[config.mk]
export PLATFORM = sky130hd
export DESIGN_NAME = result_port
export DESIGN_NICKNAME = d
export VERILOG_FILES = /design/src/source/result_port.sv
export SDC_FILE = /design/constraint.sdc
export NUM_CORES = 1
export LEC_CHECK = 0
export ABC_AREA = 0
export BUFFER_PORTS_ARGS = -buffer_cell sky130_fd_sc_hd__buf_2
export CAP_MARGIN = 25
export CORE_AREA = 2 2 39 41
export CTS_CLUSTER_SIZE = 16
export DETAILED_ROUTE_END_ITERATION = 8
export DIE_AREA = 0 0 41 43
export PLACE_DENSITY_LB_ADDON = 0.15
export SETUP_SLACK_MARGIN = 0.02
export SLEW_MARGIN = 25
export SYNTH_ARGS = -nofsm -noshare
export SYNTH_HDL_FRONTEND = slang
export SYNTH_SLANG_ARGS = --single-unit
[constraint.sdc]
create_clock -name CLK -period 1.15 [get_ports CLK]
set_input_delay 0.2875 -clock CLK [delete_from_list [all_inputs] [get_ports CLK]]
set_output_delay 0.2875 -clock CLK [all_outputs]
set_load 0.05 [all_outputs]
[src/source/result_port.sv]
`timescale 1ns/1ns
module result_port
(
    input  logic       CLK,
    input  logic       RESET,
    input  logic       seq_done,
    input  logic       seq_failed,
    input  logic       seq_is_read,
    input  logic [7:0] rx_byte,
    output logic       ack,
    output logic       nack,
    output logic [7:0] rd_data
);

    always_ff @(posedge CLK)
    begin
        if (RESET)
        begin
            ack  <= 1'b0;
            nack <= 1'b0;
        end
        else
        begin
            ack <= seq_done;   // one cycle pulse
            if (seq_done)
                nack <= seq_failed;   // held until next completion
        end
    end

    // only a good read updates the data
    always_ff @(posedge CLK)
    begin
        if (seq_done && seq_is_read && !seq_failed)
            rd_data <= rx_byte;
    end

endmodule

Word level (Yosys, flattened, before mapping). Cells that the tools add are included. W data, S select, Z words.

Reduce and logical (&&, ||, !) cells: 3.

Operators with widths (count): $logic_and A1 B1 Y1 (2); $logic_not A1 Y1 (1).

Output and inout bits: 10. Input bits: 13. Word-level logic and storage cells: 6. Register bits after elaboration: 10.

Logic depth before layout (Yosys ltp). Gate-level depths: netlist of run 1.

Depth in word-level cells: 2. Gate-level depth with buffers: 2. Gate-level depth less buffers: 2.

Worst setup path before layout of run 1. No wires, ideal clock.

Path type: input-to-reg. From: input seq_is_read. To: register rd_data[0] (enable). Data required time: 0.779 ns. Stages on the path: 2. Library setup time: 0.371 ns. Path slack: 0.086 ns. Arrival time: 0.693 ns. Cell sequence: nand2_1 -> nor2_1.

Word-level cells in the longest chain between the ends: 2.

RTL lines: from (decl) (line 8) `input logic seq_is_read,`; $logic_and A1 B1 Y1 (2 in series) (line 33) `if (seq_done && seq_is_read && !seq_failed)`; to (signal assigned) (line 34) `rd_data <= rx_byte;`; to (decl) (line 12) `output logic [7:0] rd_data`.

No other way between the ends. A chain may end at the register's enable or synchronous reset.

Final worst setup path of run 1.
From: register rd_data[0]. To: output rd_data[0].

No word-level cell between the ends.

==> results of run 1 <==
-- registers in the layout (all words and copies together) (netlist names) --
register	count
rd_data	8
nack	1
ack	1
-- cells in the final DEF (no fill, tap or decap) --
cell,instances
mux2i_1,1
clkbuf_1,1
buf_2,13
buf_4,4
clkbuf_4,3
nor2b_1,1
dfxtp_1,2
edfxtp_1,8
nor2_1,2
buf_6,6
nand2_1,1
-- power groups by stage --
stage	combinational, mW	sequential [mW]	clock, mW
after CTS	0.117	0.414	0.259
after global routing	0.130	0.417	0.275
final	0.123	0.416	0.241
after global placement	0.108	0.421	0
after detailed placement	0.110	0.421	0
after floorplan	0.00803	0.483	0
-- stage by stage --
stage                     cell area [um2]  worst slack, ns  cells  hold WS, ns
after floorplan                     307.8          0.08602     15       0.3591
after global placement              445.4           0.1674     54       0.4571
after detailed placement            445.4           0.1475     54       0.4660
after CTS                           489.2          0.01992     58       0.1855
after global routing                516.7         0.006736     58       0.1777
final                               516.7          0.04609     58       0.1989
-- layer usage --
layer | share of wire [%] | wire, um
met5 | 0 | 0
met1 | 33 | 183
met2 | 59 | 332
met4 | 0 | 0
met3 | 8.2 | 46
-- kinds of logic after synthesis --
group            after synthesis
AND/OR/NAND/NOR                4
multiplexers                   1
flip-flops                    10
-- cell type report --
type	instances	share of cell area, %
repair buffers	23	31.48
flip-flops and latches	10	54.24
well taps	16	3.874
clock buffers	4	5.085
multi-input cells	5	5.327
-- timing repair --
action | CTS | global route
endpoints found under the setup margin | 7 | 8
gates resized for setup | 7 | 10
cloned | 0 | 0
-- how the worst max path moves through the flow --
stage                           end  cells past startpoint
6_report                 rd_data[0]                      1
5_1_grt                  rd_data[4]                      1
4_1_cts                  rd_data[7]                      1
3_5_place_dp   rd_data[4]$_DFFE_PP_                      4
3_3_place_gp   rd_data[6]$_DFFE_PP_                      4
2_1_floorplan  rd_data[0]$_DFFE_PP_                      2
==> flow_summary.yaml, run 1 <==
final_layout:
  diodes: 0
  nNetsFinal: 56
  final_util_pct: 37.34
  fill_cells: 145
  regArea_um2: 280.3
  multi_input_area_um2: 27.53
  area_delta_synth_final_pct: 67.89
  drive_above_1_share_pct: 61.90
grt:
  antenna_found_initial: 0
  track_usage_pct: 7.252
  use_met2_pct: 11.25
  grt_max_degree: 9
  grt_pass1_wl_um: 779
  grt_overflow: 0
  grt_pass1_vias: 206
  grt_use_met1_pct: 5.782
  busiest_layer: "met2"
  grt_use_met3_pct: 4.712
logic_synthesis:
  synthesis.nets: 28
  synth.distinct_cells: 6
  synth_xor_area_share_pct: 0
  synthAdderAreaFrac_pct: 0
  yosysSeqAreaShare_pct: 91.06
  synth-edff-count: 8
  synth_top_family_by_area: "simple AND/OR/NAND/NOR gates"
  synthArstFlopShare_pct: 0
  synth_mux_area_share_pct: 3.252
  synth-simple-area-share_pct: 5.691
  synth.avg_cell_area_um2: 20.52
  synth_cells: 15
  yosys.area.top_type_share_pct: 78.05
  synth_seq_cells: 10
  synthTopCellsByArea: "edfxtp_1 78%, dfxtp_1 13%, mux2i_1 3.3%"
  synth_most_common_cell: "edfxtp_1"
  yosysTopAreaCell: "edfxtp_1"
  synth-compound-area-share_pct: 0
  yosysWarnings: 0
  synth_ff_type: "edfxtp_1"
  synthesis.area_um2: 307.8
  synthTopCellsByCount: "8 x edfxtp_1, 2 x dfxtp_1, 2 x nor2_1"
cts:
  htree_levels: 1
  cts_tree: "built"
  numCtsBuffers: 3
  postCtsSetupBuffers: 0
  clock_sinks: 10
  postCtsHoldBufs: 0
  path_clk_slew_ns: 0.06
  clk_latency_ns: 0.25
  clockBufferDepth: 2
  clockRootBuffer: "clkbuf_4"
power:
  pwr-share-comb_pct: 15.8
  switching_share_pct: 24.65
  pwr-share-seq_pct: 53.3
  internal-power_mw: 0.5882
  p_per_area_mw_per_mm2: 1511
  p_clk_share_pct: 30.9
  power_mw: 0.7806
  ir_worst_vdd_mv: 0.7023
  power_switching_mw: 0.1924
  leakagePower_nw: 0.2276
sta:
  slew_headroom_pct: 83.63
  period_needed_ns: 1.104
  max_freq_ghz: 0.9059
  clock_skew_ns: 0
  setup_viol: 0
  rsz0062_at_grt: "yes"
  drv_slew: 0
  hold_viol_final: 0
  finalSetupTns_ns: 0
  tightestPinTransition_ns: 0.2472
  period_share_pct: 95.99
setup_path:
  max_stage_delay_ns: 0.39
  crit_chain: "buf_6"
  cpLargestDelayFamily: "flip-flops"
  timing.rr.start: "nack$_SDFFE_PP0P_"
  crit_fanout: 1
  worst_setup_path_end_kind: "output pin"
  reg2reg_depth: 2
  cpMaxStageDelayCell: "edfxtp_1"
  required_ns: 0.86
  worstPathArrival_ns: 0.82
  crit_path_start: "rd_data[0]$_DFFE_PP_"
  worst-path-buf-inv: 1
  path_class: "flip-flop to output pin"
  cp-start-kind: "flip-flop"
  r2r-end: "nack$_SDFFE_PP0P_"
  r2r_slack_ns: 0.56
min_path:
  holdPathEnd: "rd_data[6]$_DFFE_PP_"
  min_path_cells: 1
  hp-class: "primary input to flip-flop"
  worstHoldStart: "rx_byte[6]"
floorplan:
  dieHeight_um: 43
  num_rows: 14
  start_util_pct: 22.24
  die_area_mm2: 0.001763
  io_pins: 23
  die_w_um: 41
  core_mm2: 0.001384
route:
  ant_nets: 0
  detail_route.iter0.violations: 3
  postRouteWirelength_um: 562
  route.detailed.drc: 0
  num_vias: 227
  wl_per_cell_um: 9.690
  detail_route.vias_per_cell: 3.914
  firstDrtPassIters: 4
status:
  status: "finished clean"
job:
  maxCapViolCount: 0
placement:
  place_congestion: 0.5071
  portBuffers: 22
(Power assumes the default switching activity.)
==> run 2: changes to the inputs <==
--- a/config.mk
+++ b/config.mk
@@ -12,7 +12,7 @@
 export CTS_CLUSTER_SIZE = 16
 export DETAILED_ROUTE_END_ITERATION = 8
 export DIE_AREA = 0 0 41 43
-export PLACE_DENSITY_LB_ADDON = 0.15
+export PLACE_DENSITY = 0.49
 export SETUP_SLACK_MARGIN = 0.02
 export SLEW_MARGIN = 25
 export SYNTH_ARGS = -nofsm -noshare
==> flow_summary.yaml, run 2 (same netlist as run 1, synthesis figures left out) <==
setup_path:
  required_ns: 0.86
  max_stage_delay_ns: 0.41
  crit_fanout: 1
  worst-path-buf-inv: 1
  crit_chain: "buf_6"
  cp-start-kind: "flip-flop"
  cpMaxStageDelayCell: "edfxtp_1"
  path_class: "flip-flop to output pin"
  cpLargestDelayFamily: "flip-flops"
  worst_setup_path_end_kind: "output pin"
  worstPathArrival_ns: 0.83
sta:
  slew_headroom_pct: 91.26
  period_needed_ns: 1.121
  fin_ws_ns: 0.02871
  tightestPinTransition_ns: 0.1275
  period_share_pct: 97.50
  hold_viol_final: 0
  drv_slew: 0
  clock_skew_ns: 0
  setup_viol: 0
  max_freq_ghz: 0.8918
  rsz0062_at_grt: "yes"
grt:
  grt_pass1_wl_um: 917
  track_usage_pct: 8.367
  grt_overflow: 0
  antenna_found_initial: 0
  grt_pass1_vias: 217
  grt_max_degree: 9
final_layout:
  largest_register: "rd_data"
  largest_reg_flops: 8
  diodes: 0
  layout.cells.non_filler: 58
  area_delta_synth_final_pct: 69.92
  reg.largest.list: "rd_data: 8 flops, ack: 1 flops, nack: 1 flops"
  nNetsFinal: 56
  fill_cells: 140
  drive_above_1_share_pct: 61.90
  final_common_cell: "buf_2"
  final_cell_mix: "12 x buf_2, 8 x edfxtp_1, 7 x buf_6"
cts:
  htree_levels: 1
  clockRootBuffer: "clkbuf_4"
  cts_tree: "built"
  path_clk_slew_ns: 0.06
  clk_latency_ns: 0.25
  postCtsSetupBuffers: 0
  clock_sinks: 10
  numCtsBuffers: 3
  postCtsHoldBufs: 0
  clockBufferDepth: 2
floorplan:
  die_area_mm2: 0.001763
  start_util_pct: 22.24
  num_rows: 14
  core_mm2: 0.001384
  io_pins: 23
  die_w_um: 41
  dieHeight_um: 43
route:
  postRouteWirelength_um: 629
  detail_route.vias_per_cell: 3.776
  firstDrtPassIters: 2
  route.detailed.drc: 0
  ant_nets: 0
  wl_per_cell_um: 10.84
  num_vias: 219
  detail_route.iter0.violations: 1
power:
  p_per_area_mw_per_mm2: 1488
  ir_worst_vdd_mv: 0.4988
  leakagePower_nw: 0.2296
job:
  maxCapViolCount: 0
min_path:
  hp-class: "primary input to flip-flop"
placement:
  portBuffers: 22
  place_congestion: 0.5956
  dpl.cell_count: 54
  dpl_worst_slack_ns: 0.1521
status:
  status: "finished clean"
[run 2: timing repair]
item                       4_1_cts  5_1_grt
hold endpoints to repair         0        0
setup endpoints to repair        8        8
gates resized for setup         10        9
[run 2: power by group]
part           switching [mW]  internal [mW]  total [mW]
combinational          0.0795         0.0471       0.127
clock                   0.110          0.125       0.234
sequential            0.00755          0.410       0.417
[run 2: worst reg2reg max path, stage by stage (launching register included)]
cell and delay [ns]:
dfxtp_1 0.31, mux2i_1 0.13, nor2_1 0.05
[run 2: worst paths after layout]
kind,from,to,slack (ns),cells past startpoint
hold reg to reg,nack$_SDFFE_PP0P_,nack$_SDFFE_PP0P_,0.51,2
setup / recovery,rd_data[6]$_DFFE_PP_,rd_data[6],0.03,1
setup reg to reg,nack$_SDFFE_PP0P_,nack$_SDFFE_PP0P_,0.56,2
hold / removal,RESET,nack$_SDFFE_PP0P_,0.20,2
[run 2: layout make-up]
type                            count  area, um2  share of cell area [%]
Clock buffer                        3      22.52                   4.306
Multi-Input combinational cell      5      27.53                   5.263
Sequential cell                    10      280.3                   53.59
Clock inverter                      1      3.754                  0.7177
Tap cell                           16      20.02                   3.828
Timing Repair Buffer               23      168.9                   32.30
[run 2: per-stage QoR]
stage / utilization [%] / hold WS [ns] / power (mW) / area, um2 / setup TNS [ns]
detailed placement: 32.19 / 0.4647 / 0.5334 / 445.4 / 0
global route: 37.79 / 0.1866 / 0.8223 / 523.0 / -0.02274
floorplan: - / 0.3591 / 0.4915 / 307.8 / 0
global placement: 32.19 / 0.4587 / 0.5295 / 445.4 / 0
finish: 37.79 / 0.2000 / 0.7783 / 523.0 / 0
CTS: 36.08 / 0.1894 / 0.7842 / 499.2 / 0
[run 2: layer usage]
layer  up-vias  wire length (um)  track usage [%]
met5         -                 0                0
met4         0                 0            4.000
met3         0                90            3.665
met2        18               333            13.44
met1        91               205            8.814
li1        110                 -                -
==> run 3: changes to the inputs <==
--- a/config.mk
+++ b/config.mk
@@ -5,7 +5,7 @@
 export SDC_FILE = /design/constraint.sdc
 export NUM_CORES = 1
 export LEC_CHECK = 0
-export ABC_AREA = 0
+export ABC_AREA = 1
 export BUFFER_PORTS_ARGS = -buffer_cell sky130_fd_sc_hd__buf_2
 export CAP_MARGIN = 25
 export CORE_AREA = 2 2 39 41
==> flow_summary.yaml, run 3 <==
route:
  detail_route.iter0.violations: 1
  ant_nets: 0
  detail_route.vias_per_cell: 3.754
  wl_per_cell_um: 9.262
  firstDrtPassIters: 2
  num_vias: 229
  route.detailed.drc: 0
  postRouteWirelength_um: 565
placement:
  hpwl_um: 463.1
  placed_area_um2: 449.2
  portBuffers: 22
  place_congestion: 0.6531
setup_path:
  cpLargestDelayFamily: "flip-flops"
  required_ns: 0.86
  worst_setup_path_end_kind: "output pin"
  crit_chain: "buf_6"
  cpMaxStageDelayCell: "edfxtp_1"
  worstPathArrival_ns: 0.81
  path_class: "flip-flop to output pin"
  max_stage_delay_ns: 0.39
  crit_fanout: 1
  cp-start-kind: "flip-flop"
  worst-path-buf-inv: 1
logic_synthesis:
  yosys.area.top_type_share_pct: 77.11
  synth-edff-count: 8
  synthesis.area_um2: 311.5
  yosysSeqAreaShare_pct: 89.96
  synthTopCellsByCount: "8 x edfxtp_1, 4 x nor2_1, 2 x dfxtp_1, 2 x inv_1"
  yosysTopAreaCell: "edfxtp_1"
  synthTopCellsByArea: "edfxtp_1 77%, dfxtp_1 13%, nor2_1 4.8%"
  synth_cells: 18
  synth.avg_cell_area_um2: 17.31
  synth_seq_cells: 10
  synthesis.nets: 31
  synth_ff_type: "edfxtp_1"
  synthArstFlopShare_pct: 0
  synth_most_common_cell: "edfxtp_1"
  synth.distinct_cells: 6
  yosysWarnings: 0
final_layout:
  reg.largest.list: "rd_data: 8 flops, ack: 1 flops, nack: 1 flops"
  final_util_pct: 38.61
  largest_register: "rd_data"
  fill_cells: 139
  multi_input_area_um2: 23.77
  nNetsFinal: 59
  final_area_um2: 534.3
  final_cell_mix: "12 x buf_2, 9 x buf_6, 8 x edfxtp_1"
  final_common_cell: "buf_2"
  area_delta_synth_final_pct: 71.49
  largest_reg_flops: 8
  drive_above_1_share_pct: 57.78
  regArea_um2: 280.3
  diodes: 0
job:
  maxCapViolCount: 0
cts:
  clockRootBuffer: "clkbuf_4"
  clock_sinks: 10
  cts_tree: "built"
  postCtsSetupBuffers: 0
  path_clk_slew_ns: 0.06
  clockBufferDepth: 2
  htree_levels: 1
  numCtsBuffers: 3
  postCtsHoldBufs: 0
  clk_latency_ns: 0.25
floorplan:
  start_util_pct: 22.51
  dieHeight_um: 43
  die_area_mm2: 0.001763
  num_rows: 14
  core_mm2: 0.001384
  io_pins: 23
  die_w_um: 41
grt:
  track_usage_pct: 8.028
  grt_pass1_vias: 213
  antenna_found_initial: 0
  grt_max_degree: 9
  grt_pass1_wl_um: 848
  grt_overflow: 0
power:
  p_per_area_mw_per_mm2: 1459
  power_mw: 0.7794
  ir_worst_vdd_mv: 0.4272
  leakagePower_nw: 0.2396
sta:
  period_needed_ns: 1.095
  drv_slew: 0
  rsz0062_at_grt: "yes"
  clock_skew_ns: 0
  finalSetupTns_ns: 0
  max_freq_ghz: 0.9136
  period_share_pct: 95.18
  slew_headroom_pct: 89.42
  hold_viol_final: 0
  setup_viol: 0
  tightestPinTransition_ns: 0.1595
min_path:
  hp-class: "primary input to flip-flop"
status:
  status: "finished clean"
## run 3: cell types whose count changed after synthesis, sizes merged
cell	before	now
inv	0	2
nor2	2	4
nor2b	1	0
o21ai	0	1
mux2i	1	0
## run 3: path summary, 6_finish.rpt
check,startpoint,slack [ns],cells past startpoint,endpoint
worst max-delay path,rd_data[0]$_DFFE_PP_,0.06,1,rd_data[0]
worst min-delay path,rx_byte[4],0.21,1,rd_data[4]$_DFFE_PP_
worst max register to register,nack$_SDFFE_PP0P_,0.52,2,nack$_SDFFE_PP0P_
worst min register to register,nack$_SDFFE_PP0P_,0.55,2,nack$_SDFFE_PP0P_
## run 3: cells by family after synthesis
| logic type | count (synthesis) | share of synthesized area (%) |
|---|---|---|
| AOI/OAI and AO/OA | 1 | 1.605 |
| buffers and inverters | 2 | 2.411 |
| DFF | 10 | 89.96 |
| and+or+nand+nor | 5 | 6.022 |
## run 3: final cells by class
cell class / instances / share of cell area [%]
clock buffers: 3 / 4.215
clock inverters: 1 / 0.7026
inverters: 2 / 1.405
multi-input cells: 6 / 4.450
flip-flops and latches: 10 / 52.46
well taps: 16 / 3.747
repair buffers: 23 / 33.02
## run 3: per-layer routing
metal	track usage, %	vias to the layer above	routed length [um]
met2	10.94	20	239
met1	8.027	92	231
met4	4.000	0	0
li1	-	117	-
met5	0	-	0
met3	7.330	0	94
## run 3: worst reg2reg max path, delay by kind of cell (launching register included)
kind             cells  cell delay, ns
flip-flops           1            0.32
AO/OA/AOI/OAI        1            0.15
AND/OR/NAND/NOR      1            0.05
## run 3: timing repair
action                                  in CTS  in global routing
cloned                                       0                  0
endpoints found under the setup margin       5                 10
resized for setup                            5                 18
endpoints found under the hold margin        0                  0
pin swaps                                    0                  0
## run 3: through the flow
| stage | hold slack [ns] | setup slack [ns] | cells |
|---|---|---|---|
| 2_1_floorplan | 0.3599 | 0.08602 | 18 |
| 3_3_place_gp | 0.4661 | 0.1781 | 57 |
| 3_5_place_dp | 0.4656 | 0.1690 | 57 |
| 4_1_cts | 0.1949 | 0.02054 | 61 |
| 5_1_grt | 0.1812 | 0.01147 | 61 |
| 6_report | 0.2052 | 0.05541 | 61 |
## run 3: where the power goes
part / switching (mW) / internal, mW
clock: 0.106 / 0.125
sequential: 0.00794 / 0.410
combinational: 0.0811 / 0.0491
