## src/source/eeprom_pkg.sv

```systemverilog
package eeprom_pkg;

    // kind of request taken from the user side
    typedef enum logic
    {
        op_write,
        op_read
    } eeprom_op_e;

    // transfer sequencer states
    typedef enum logic [3:0]
    {
        idle,
        send_start,
        send_ctrl_w,
        send_addr,
        send_data,
        send_restart,
        send_ctrl_r,
        recv_data,
        send_stop,
        finish
    } seq_state_e;

    // bit level commands to the line engine
    typedef enum logic [1:0]
    {
        cmd_start,
        cmd_stop,
        cmd_tx_byte,
        cmd_rx_byte
    } line_cmd_e;

    localparam logic [3:0] DEVICE_CODE = 4'b1010; // upper nibble of control byte

endpackage

```

## src/source/transfer_sequencer.sv

```systemverilog
`timescale 1ns/1ns
module transfer_sequencer import eeprom_pkg::*;
(
    input  logic        CLK,
    input  logic        RESET,
    input  logic        req_valid,
    input  eeprom_op_e  req_op,
    input  logic [10:0] req_addr,
    input  logic [7:0]  req_data,
    input  logic        cmd_done,
    input  logic        rx_nack,
    output logic        cmd_valid,
    output line_cmd_e   cmd,
    output logic [7:0]  tx_byte,
    output logic        seq_done,
    output logic        seq_failed,
    output logic        seq_is_read
);

    seq_state_e state;
    logic [7:0] ctrl_w;
    logic [7:0] ctrl_r;

    // block select rides in the control byte
    assign ctrl_w      = {DEVICE_CODE, req_addr[10:8], 1'b0};
    assign ctrl_r      = {DEVICE_CODE, req_addr[10:8], 1'b1};
    assign seq_is_read = (req_op == op_read);   // request held until seq_done

    task automatic issue(input seq_state_e nxt, input line_cmd_e c, input logic [7:0] b);
        state     <= nxt;
        cmd_valid <= 1'b1;
        cmd       <= c;
        tx_byte   <= b;
    endtask

    // slave refused a byte, close the bus
    task automatic abort_xfer();
        seq_failed <= 1'b1;
        issue(send_stop, cmd_stop, 8'h00);
    endtask

    always_ff @(posedge CLK)
    begin
        if (RESET)
        begin
            state      <= idle;
            cmd_valid  <= 1'b0;
            cmd        <= cmd_start;
            tx_byte    <= '0;
            seq_done   <= 1'b0;
            seq_failed <= 1'b0;
        end
        else
        begin
            cmd_valid <= 1'b0;
            seq_done  <= 1'b0;
            if (state == idle)
            begin
                if (req_valid)
                begin
                    seq_failed <= 1'b0;
                    issue(send_start, cmd_start, 8'h00);
                end
            end
            else if (state == finish)
                state <= idle;
            else if (cmd_done)
            begin
                case (state)
                    send_start:
                        issue(send_ctrl_w, cmd_tx_byte, ctrl_w);
                    send_ctrl_w:
                        if (rx_nack)
                            abort_xfer();
                        else
                            issue(send_addr, cmd_tx_byte, req_addr[7:0]);
                    send_addr:
                        if (rx_nack)
                            abort_xfer();
                        else if (req_op == op_write)
                            issue(send_data, cmd_tx_byte, req_data);
                        else
                            issue(send_restart, cmd_start, 8'h00);
                    send_data:
                    begin
                        seq_failed <= rx_nack;   // protected block ends here
                        issue(send_stop, cmd_stop, 8'h00);
                    end
                    send_restart:
                        issue(send_ctrl_r, cmd_tx_byte, ctrl_r);
                    send_ctrl_r:
                        if (rx_nack)
                            abort_xfer();
                        else
                            issue(recv_data, cmd_rx_byte, 8'h00);
                    recv_data:
                        issue(send_stop, cmd_stop, 8'h00);
                    send_stop:
                    begin
                        state    <= finish;
                        seq_done <= 1'b1;
                    end
                    default:
                        state <= idle;
                endcase
            end
        end
    end

endmodule
```

## config.mk

```make
export PLATFORM = sky130hd
export DESIGN_NAME = transfer_sequencer
export DESIGN_NICKNAME = d
export VERILOG_FILES = /design/src/source/eeprom_pkg.sv /design/src/source/transfer_sequencer.sv
export SDC_FILE = /design/constraint.sdc
export NUM_CORES = 1
export LEC_CHECK = 0
export BUFFER_PORTS_ARGS = -buffer_cell sky130_fd_sc_hd__buf_2
export CAP_MARGIN = 20
export CORE_MARGIN = 10
export CORE_UTILIZATION = 47
export DETAILED_ROUTE_END_ITERATION = 16
export PLACE_DENSITY_LB_ADDON = 0.05
export REMOVE_ABC_BUFFERS = 1
export SETUP_SLACK_MARGIN = 0.2
export SLEW_MARGIN = 0
export SYNTH_ARGS = -nofsm -noshare
export SYNTH_HDL_FRONTEND = slang
export SYNTH_SLANG_ARGS = --single-unit
```

## constraint.sdc

```tcl
create_clock -name CLK -period 2.1 [get_ports CLK]
set_clock_uncertainty 0.15 [all_clocks]
set_input_delay 0.315 -clock CLK [delete_from_list [all_inputs] [get_ports CLK]]
set_output_delay 0.315 -clock CLK [all_outputs]
set_load 0.05 [all_outputs]
```

After elaboration in Yosys (flattened, before gate mapping):

Index checks and enable logic that the tools add are counted.

* add/sub/neg operators: 0
* div/mod/pow operators: 0
* reductions and logical operators: 16
* shift-type cells: 0
* equality and inequality tests: 12
* mux-type cells: 38
* multiply operators: 0
* bitwise gates (word level): 1
* magnitude comparators: 0

Operator list (number)
* $mux W8: 7
* $pmux W8 S5: 1
* $mux W4: 7
* $pmux W4 S7: 1
* $eq A4 B3 Y1 const B: 4
* $mux W2: 8
* $mux W1: 12
* $reduce_bool A6 Y1: 2
* $pmux W2 S5: 1
* $eq A4 B2 Y1 const B: 2
* $eq A4 B4 Y1 const B: 2
* $reduce_and A4 Y1: 2
* $reduce_or A7 Y1: 1
* $reduce_bool A3 Y1: 2
* $reduce_or A3 Y1: 2
* $reduce_and A5 Y1: 1
* $eq A4 B1 Y1 const B: 1
* $logic_not A4 Y1: 1
* $ne A2 B2 Y1 const B: 2
* $reduce_or A2 Y1: 2
* $reduce_or A4 Y1: 1
* $ne A3 B1 Y1 const B: 1
* $pmux W1 S2: 1
* $reduce_and A2 Y1: 1
* 2 further kinds: 2

* memories: 0
* bits in registers: 17
* bits in latches: 0
* output and inout port bits: 14
* logic and storage cells: 73
* bits in writable memories: 0
* ROM bits: 0

Longest topological paths before layout:

Gate-level depths: netlist (run 1).

* depth in word-level cells: 6
* mapped depth: 6
* depth with buffers taken out: 4

Worst setup path after synthesis (run 1):

No wires, ideal clock.

* path type: reg2reg
* start: reg state[1]
* end: reg tx_byte[0]
* setup slack: 496 ps
* clock period less this slack: 1604 ps
* cell stages (with the launch flop): 7
* arrival time: 1332 ps
* path buffers: 2
* data required time: 1828 ps
* cell sequence: dfxtp_1 buf_6 nor3_4 mux2i_1 and2_1 buf_6 a221o_1

* cells in the longest elaborated chain, start to end: 6
* elaborated cells between the ends (all ways): 19
* those cells by class: eq/ne: 10; mux: 4; reduce/logical: 5

RTL lines
* from (decl): RTL line transfer_sequencer.sv:20 `seq_state_e state;`
* from (signal assigned): RTL line transfer_sequencer.sv:46 `state <= idle;`
* from (signal assigned): RTL line transfer_sequencer.sv:66 `state <= idle;`
* from (signal assigned): RTL line transfer_sequencer.sv:100 `state <= finish;`
* $eq A4 B3 Y1: RTL line transfer_sequencer.sv:69 `case (state)`
* $reduce_or A3 Y1 (no source line)
* $pmux W8 S5: RTL line transfer_sequencer.sv:69
* $mux W8: RTL line transfer_sequencer.sv:67 `else if (cmd_done)`
* $mux W8: RTL line transfer_sequencer.sv:65 `else if (state == finish)`
* $mux W8: RTL line transfer_sequencer.sv:57 `if (state == idle)`
* to (signal assigned): RTL line transfer_sequencer.sv:49 `tx_byte <= '0;`
* to (decl): RTL line transfer_sequencer.sv:14 `output logic [7:0] tx_byte,`

Parallel ways exist; a longest one is shown, timed or not. The select of a mux whose other input is x is not followed.
A chain may end at the register's enable or synchronous reset.

Worst setup path in the final report (run 1):

* start: reg state[3]
* end: reg tx_byte[1]

The elaborated chain is that of the path after synthesis.

==> results of run 1 <==
==> metal layers <==
metal,GRT usage,part of all wire
met5,0,0
met4,0.0393,0.0076
met3,0.0475,0.079
met2,0.212,0.49
met1,0.136,0.42
==> flip-flops by register name, summed over array words and instances (netlist names) <==
name,cells
seq_done,1
cmd,2
state,4
tx_byte,8
seq_failed,1
cmd_valid,1
==> cells by family (layout without fill, tap and decap cells) <==
| kind of cell | after synthesis | count (layout) | share of synthesized area |
|---|---|---|---|
| AOI/OAI and AO/OA | 40 | 40 | 0.300 |
| buffers and inverters | 15 | 49 | 0.0776 |
| DFF | 17 | 17 | 0.340 |
| muxes | 4 | 4 | 0.0401 |
| and+or+nand+nor | 39 | 39 | 0.242 |
==> through the flow <==
step | area (um^2) | util
2_1_floorplan | 937 | -
3_3_place_gp | 1180 | 0.591
3_5_place_dp | 1180 | 0.591
4_1_cts | 1210 | 0.605
5_1_grt | 1210 | 0.607
6_report | 1210 | 0.607
==> layout make-up <==
cell class | instances | area share
Clock buffer | 3 | 0.0185
Clock inverter | 1 | 0.00412
Inverter | 4 | 0.0124
Multi-Input combinational cell | 83 | 0.481
Sequential cell | 17 | 0.281
Tap cell | 27 | 0.0278
Timing Repair Buffer | 41 | 0.175
==> Yosys cell counts, types with 2 or more instances <==
cell / instances
nand2b_1: 4
a32oi_1: 2
nand3_1: 3
nor4_1: 2
inv_1: 4
a221o_1: 6
nand2_1: 2
o22ai_1: 2
a22oi_1: 5
mux2i_1: 4
and2_1: 3
a21oi_1: 7
buf_2: 2
a21o_1: 2
nor2b_1: 5
nor3_1: 5
o21ai_0: 3
buf_6: 2
dfxtp_1: 17
clkbuf_1: 6
o2bb2ai_1: 2
nor2_1: 7
==> worst paths after layout <==
kind	startpoint	to	slack (ns)	cells past startpoint
setup / recovery	state[3]	tx_byte[1]	0.33	4
hold / removal	req_addr[10]	tx_byte[3]	0.08	2
setup reg to reg	state[3]	tx_byte[1]	0.33	4
hold reg to reg	tx_byte[4]	tx_byte[4]	0.32	1
==> where the power goes <==
group | internal, mW | switching, mW | leakage (nW) | total (mW)
Sequential | 0.338 | 0.0179 | 0.138 | 0.356
Combinational | 0.0696 | 0.113 | 0.389 | 0.183
Clock | 0.0710 | 0.107 | 0.0177 | 0.178
Total | 0.478 | 0.239 | 0.545 | 0.717
==> worst max-delay path, stage by stage, from the launching register on <==
cell and delay, ns:
dfxtp_1 0.43, and2b_2 0.32, mux2i_1 0.12, and2_2 0.29, a221o_1 0.37
==> out/qor.txt, run 1 <==
antenna viol nets, final -> 0
Max FO, Critical Path -> 11
DRC violations left -> 0
Slew HR -> 0.691
TNS Setup -> 0 ns
CTS Sinks -> 17
commonest non-fill, non-tap cell in the layout -> buf_2
Pins Over Slew Limit -> 0
Leakage -> 0.545 nW
CP Class -> reg -> reg
RSZ-0062 raised after global routing -> false
Tot GR Track Use -> 0.123
worst slack, placed -> 0.236 ns
Inst Count DP -> 172
worst slew pin tran -> 0.460 ns
post-CTS sizing -> 0
via count -> 1,004
WL/cell -> 15.8 um
row cnt -> 16
commonest cells after routing, fill and taps aside -> 38 x buf_2, 16 x dfxtp_1, 7 x nor2_1, 7 x a21oi_1, 6 x a221o_1
area occupied by registers -> 342 um^2
Yosys reg bits -> 17
largest net degree at the start of global routing -> 13
status -> complete, no violations
ys async rst share -> 0
Achievable Freq -> 565 MHz
PD cells -> 590 mW/mm^2
1st-pass router iterations -> 4
final hold violation count -> 0
io pins -> 39
final WL -> 2.78 mm
final setup fails -> 0
CORE AREA -> 0.00200 mm^2
Req. time, crit path -> 2.14 ns
FILL cells -> 206
CTS Buf Count -> 3
Setup Fix Bufs, Post-CTS -> 0
area leader, netlist -> dfxtp_1
synth warn -> 0
number of global-route vias before repair -> 977
initial antenna violation count -> 0
EDFF count, synth -> 0
HPWL Detailed -> 2.14 mm
max cap viols -> 0
top cells by area, synth -> dfxtp_1 34%, a221o_1 6.0%, mux2i_1 4.0%, a22oi_1 3.8%, a21oi_1 3.5%
synthesized area -> 1000 um^2
CP startpoint kind -> register
Total Power -> 0.717 mW
Synth top area share -> 0.340
IR drop worst, VDD -> 0.529 mV
CTS max path bufs -> 2
Synth Instances -> 115
chip height -> 66.1 um
H-tree levels -> 1
Iter 0 DRT Violations -> 50
first-pass GRT wire length -> 4.37 mm
CTS clk-pin slew, worst paths -> 0.10 ns
crit end category -> register
Initial Util -> 0.499
synth-to-layout area growth -> 21.5%
Mapped Avg Cell Area -> 8.69 um^2
CTS tree -> done
hold crit path type -> in -> reg
Total Die Area -> 0.00437 mm^2
Via density -> 5.70
buffers added on ports -> 38
Distinct cells, synth -> 42
Arrival @ worst endpoint -> 1.81 ns
multi-input logic area -> 584 um^2
worst-skew pair later-pin latency -> 0.30 ns
gpl congestion -> 0.929
Antenna diodes -> 0
ys flop type -> dfxtp_1
Final Cycle Share -> 0.843
cts hold-fix bufs -> 0
sequential share of the synthesized area -> 0.340
worst hold slack -> 0.0843 ns
non-filler cells, final -> 176
fraction of layout cells with a size suffix above 1 -> 0.349
die width -> 66.1 um
Clock Tree Root -> clkbuf_4
NumNets Final -> 175
crit path time final -> 1.77 ns
total gr overflow -> 0
setup ws final -> 0.329 ns
No activity file was read; power rests on OpenSTA's default activity.
==> run 2, diff against run 1 <==
==> constraint.sdc (replaced) <==
create_clock -name CLK -period 1.8 [get_ports CLK]
set_clock_uncertainty 0.15 [all_clocks]
set_input_delay 0.27 -clock CLK [delete_from_list [all_inputs] [get_ports CLK]]
set_output_delay 0.27 -clock CLK [all_outputs]
set_load 0.05 [all_outputs]
==> out/qor.txt, run 2 (synthesized netlist as in run 1, its figures left out) <==
status -> complete, no violations
row cnt -> 16
setup ws final -> 0.270 ns
crit end category -> register
WL/cell -> 15.6 um
TNS Setup -> 0 ns
Max Used Layer -> met4
Comb pwr share -> 0.282
Tot GR Track Use -> 0.137
1st-pass router iterations -> 4
via count -> 1,052
io pins -> 39
CTS max path bufs -> 2
commonest non-fill, non-tap cell in the layout -> buf_2
worst-skew pair later-pin latency -> 0.30 ns
DRC violations left -> 0
largest net degree at the start of global routing -> 16
Top Family by Delay on Critical Path -> simple AND/OR/NAND/NOR gates
RSZ-0062 raised after global routing -> true
worst hold slack -> 0.0359 ns
commonest cells after routing, fill and taps aside -> 38 x buf_2, 13 x dfxtp_1, 11 x buf_4
number of global-route vias before repair -> 1,052
crit path time final -> 1.53 ns
final setup fails -> 0
Arrival @ worst endpoint -> 1.58 ns
Inst Count DP -> 179
Leakage -> 0.594 nW
R2R setup slack -> 0.27 ns
die width -> 66.1 um
buffers added on ports -> 38
final hold violation count -> 0
max reg flops -> 8
hold crit path type -> in -> reg
HPWL Detailed -> 2.23 mm
slowest CP cell -> dfxtp_2
first-pass GRT wire length -> 4.71 mm
CTS Sinks -> 17
CTS clk-pin slew, worst paths -> 0.10 ns
CORE AREA -> 0.00200 mm^2
CTS Buf Count -> 3
total gr overflow -> 0
final WL -> 2.90 mm
initial antenna violation count -> 0
Sw Pwr -> 0.285 mW
Total Die Area -> 0.00437 mm^2
max cap viols -> 0
antenna viol nets, final -> 0
Initial Util -> 0.499
IR drop worst, VDD -> 0.622 mV
cts hold-fix bufs -> 0
CP Class -> reg -> reg
Clock Power Share -> 0.246
worst slack, placed -> 0.101 ns
Max FO, Critical Path -> 9
non-filler cells, final -> 185
chip height -> 66.1 um
WL met3 -> 334 um
Bufs and invs on worst path -> 0
fraction of layout cells with a size suffix above 1 -> 0.437
Largest regs -> tx_byte x8, state x4, cmd x2
met1 wire length -> 1.11 mm
worst slew pin tran -> 0.328 ns
Pins Over Slew Limit -> 0
Via density -> 5.69
met2 WL -> 1.39 mm
NumNets Final -> 184
Int Power -> 0.580 mW
CTS tree -> done
PD cells -> 655 mW/mm^2
Req. time, crit path -> 1.85 ns
Slew HR -> 0.781
worst-path cell chain -> nor3_4 > mux2i_2 > and2_4 > a221o_1
Total Power -> 0.864 mW
Final Cycle Share -> 0.850
Antenna diodes -> 0
register share of total power -> 0.472
Sw Ratio -> 0.329
CP startpoint kind -> register
synth-to-layout area growth -> 31.9%
gpl congestion -> 0.923
Largest Register -> tx_byte
Iter 0 DRT Violations -> 36
Clock Tree Root -> clkbuf_4
Achievable Freq -> 653 MHz
H-tree levels -> 1
slowest stage delay, CP -> 0.37 ns
-- run 2: cell types whose count changed in the layout (fill, tap and decap cells not counted), moves of 2 or more --
cell     change
dfxtp_2      +3
dfxtp_1      -3
nor2b_1      -2
buf_4        +8
nor2b_2      +2
-- run 2: area by class of cell --
type                            instances  area, um^2
Timing Repair Buffer                   50         284
Inverter                                4        15.0
Clock buffer                            4        26.3
Multi-Input combinational cell         83         614
Sequential cell                        17         345
Tap cell                               27        33.8
Fill cell                             176         683
-- run 2: final timing paths --
kind | start | endpoint | depth (start not counted)
max | state[2] | tx_byte[5] | 4
min | req_addr[9] | tx_byte[2] | 2
max reg2reg | state[2] | tx_byte[5] | 4
min reg2reg | seq_failed | seq_failed | 2
-- run 2: repair_timing --
action                                  4_1_cts  5_1_grt
pin swaps                                     0        3
gates resized for setup                       6        9
gates cloned                                  0        0
endpoints found under the setup margin        9       11
buffers inserted                              0        2
-- run 2: per-layer routing --
layer | vias to the layer above | track usage
li1 | 530 | -
met1 | 467 | 0.148
met2 | 49 | 0.225
met3 | 6 | 0.0644
met4 | 0 | 0.0576
met5 | - | 0
-- run 2: power by group through the flow --
stage | clock [mW] | sequential (mW) | combinational (mW)
after floorplan | 0 | 0.466 | 0.0881
after global placement | 0 | 0.414 | 0.228
after detailed placement | 0 | 0.416 | 0.230
after CTS | 0.223 | 0.408 | 0.235
after global routing | 0.242 | 0.411 | 0.266
final | 0.213 | 0.408 | 0.244
-- run 2: stage by stage --
step           instance area [um^2]  utilization
2_1_floorplan                   937            -
3_3_place_gp                   1240        0.618
3_5_place_dp                   1240        0.618
4_1_cts                        1280        0.639
5_1_grt                        1320        0.659
6_report                       1320        0.659
==> run 3, diff against run 2 <==
--- a/config.mk
+++ b/config.mk
@@ -11,6 +11,7 @@
 export CORE_UTILIZATION = 47
 export DETAILED_ROUTE_END_ITERATION = 16
 export PLACE_DENSITY_LB_ADDON = 0.05
+export RECOVER_POWER = 100
 export REMOVE_ABC_BUFFERS = 1
 export SETUP_SLACK_MARGIN = 0.2
 export SLEW_MARGIN = 0
==> out/qor.txt, run 3 (synthesized netlist as in run 1, its figures left out) <==
fraction of layout cells with a size suffix above 1 -> 0.323
final hold violation count -> 0
RSZ-0062 raised after global routing -> true
worst hold slack -> 0.0340 ns
CP Launch Point -> state[1]
max cap viols -> 0
CP Class -> reg -> reg
Iter 0 DRT Violations -> 50
final setup fails -> 0
DP Area -> 0.00124 mm^2
Tot GR Track Use -> 0.137
Total Die Area -> 0.00437 mm^2
GR Util met3 -> 0.0644
Slew HR -> 0.589
synth-to-layout area growth -> 28.8%
CORE AREA -> 0.00200 mm^2
status -> complete, no violations
antenna viol nets, final -> 0
Clock Tree Root -> clkbuf_4
FILL cells -> 180
H-tree levels -> 1
NumNets Final -> 184
CTS Sinks -> 17
met2 usage -> 0.225
PD cells -> 668 mW/mm^2
most used routing layer -> met2
TNS Setup -> 0 ns
final WL -> 2.91 mm
grt met1 use -> 0.148
Max FO, Critical Path -> 5
max reg flops -> 8
Final Cycle Share -> 0.864
multi-input logic area -> 606 um^2
commonest cells after routing, fill and taps aside -> 24 x buf_2, 15 x clkbuf_1, 15 x dfxtp_1
initial antenna violation count -> 0
gpl congestion -> 0.923
non-filler cells, final -> 185
Leakage -> 0.536 nW
Arrival @ worst endpoint -> 1.66 ns
CTS max path bufs -> 2
area occupied by registers -> 343 um^2
worst r2r src -> state[1]
Largest regs -> tx_byte x8, state x4, cmd x2
worst-skew pair later-pin latency -> 0.31 ns
io pins -> 39
largest net degree at the start of global routing -> 16
worst slew pin tran -> 0.619 ns
first-pass GRT wire length -> 4.71 mm
number of global-route vias before repair -> 1,052
Antenna diodes -> 0
buffers added on ports -> 38
die width -> 66.1 um
Inst Count DP -> 179
Initial Util -> 0.499
CP startpoint kind -> register
WL/cell -> 15.7 um
via count -> 1,056
Largest Register -> tx_byte
crit end category -> register
hold path start -> req_addr[9]
hold crit path type -> in -> reg
Pins Over Slew Limit -> 0
total gr overflow -> 0
IR drop worst, VDD -> 0.630 mV
CTS Buf Count -> 3
1st-pass router iterations -> 4
row cnt -> 16
Final Util -> 0.643
DRC violations left -> 0
CTS tree -> done
Via density -> 5.71
Achievable Freq -> 643 MHz
chip height -> 66.1 um
Req. time, crit path -> 1.90 ns
commonest non-fill, non-tap cell in the layout -> buf_2
CTS clk-pin slew, worst paths -> 0.10 ns
HPWL Detailed -> 2.23 mm
crit path time final -> 1.55 ns
fin area -> 0.00129 mm^2
-- run 3: changes by cell type in the layout (fill, tap and decap cells not counted), sizes merged --
cell    change
buf        -15
clkbuf     +15
-- run 3: path summary, 6_finish.rpt --
kind	end	slack (ns)	cells past startpoint
setup / recovery	tx_byte[1]	0.25	4
hold / removal	tx_byte[2]	0.03	2
setup reg to reg	tx_byte[1]	0.25	4
hold reg to reg	seq_failed	0.31	2
-- run 3: power breakdown --
part	total (mW)	switching (mW)	leakage, nW	internal (mW)
combinational	0.236	0.144	0.382	0.0915
sequential	0.408	0.0137	0.139	0.394
clock	0.216	0.130	0.0150	0.0867
-- run 3: worst max-delay path, cell delays in order, from the launching register on --
cell and delay (ns):
dfxtp_1 0.45, nor3b_1 0.37, a22oi_1 0.11, nor4_1 0.28
a221o_1 0.15
-- run 3: timing repair --
action,in CTS,in global routing
hold buffers,0,0
pin swaps,0,3
buffers inserted,0,2
resized for setup,6,9
setup endpoints to repair,9,11
-- run 3: per-stage QoR --
stage,setup slack (ns),total power [mW]
5_1_grt,0.126,0.910
2_1_floorplan,0.120,0.554
3_5_place_dp,0.101,0.646
4_1_cts,0.201,0.865
3_3_place_gp,0.156,0.642
6_report,0.245,0.860
-- run 3: layer usage --
layer,up-vias,share of wire,wire length [um]
met5,-,0,0
met4,0,0.019,55
met3,6,0.10,297
met2,41,0.48,1390
met1,478,0.40,1160
li1,531,-,-
-- run 3: area by class of cell --
type,count,area share
clock buffer,4,0.0204
inverter,4,0.0117
multi-input combinational,83,0.470
sequential,17,0.266
tap,27,0.0262
timing repair buffer,50,0.205
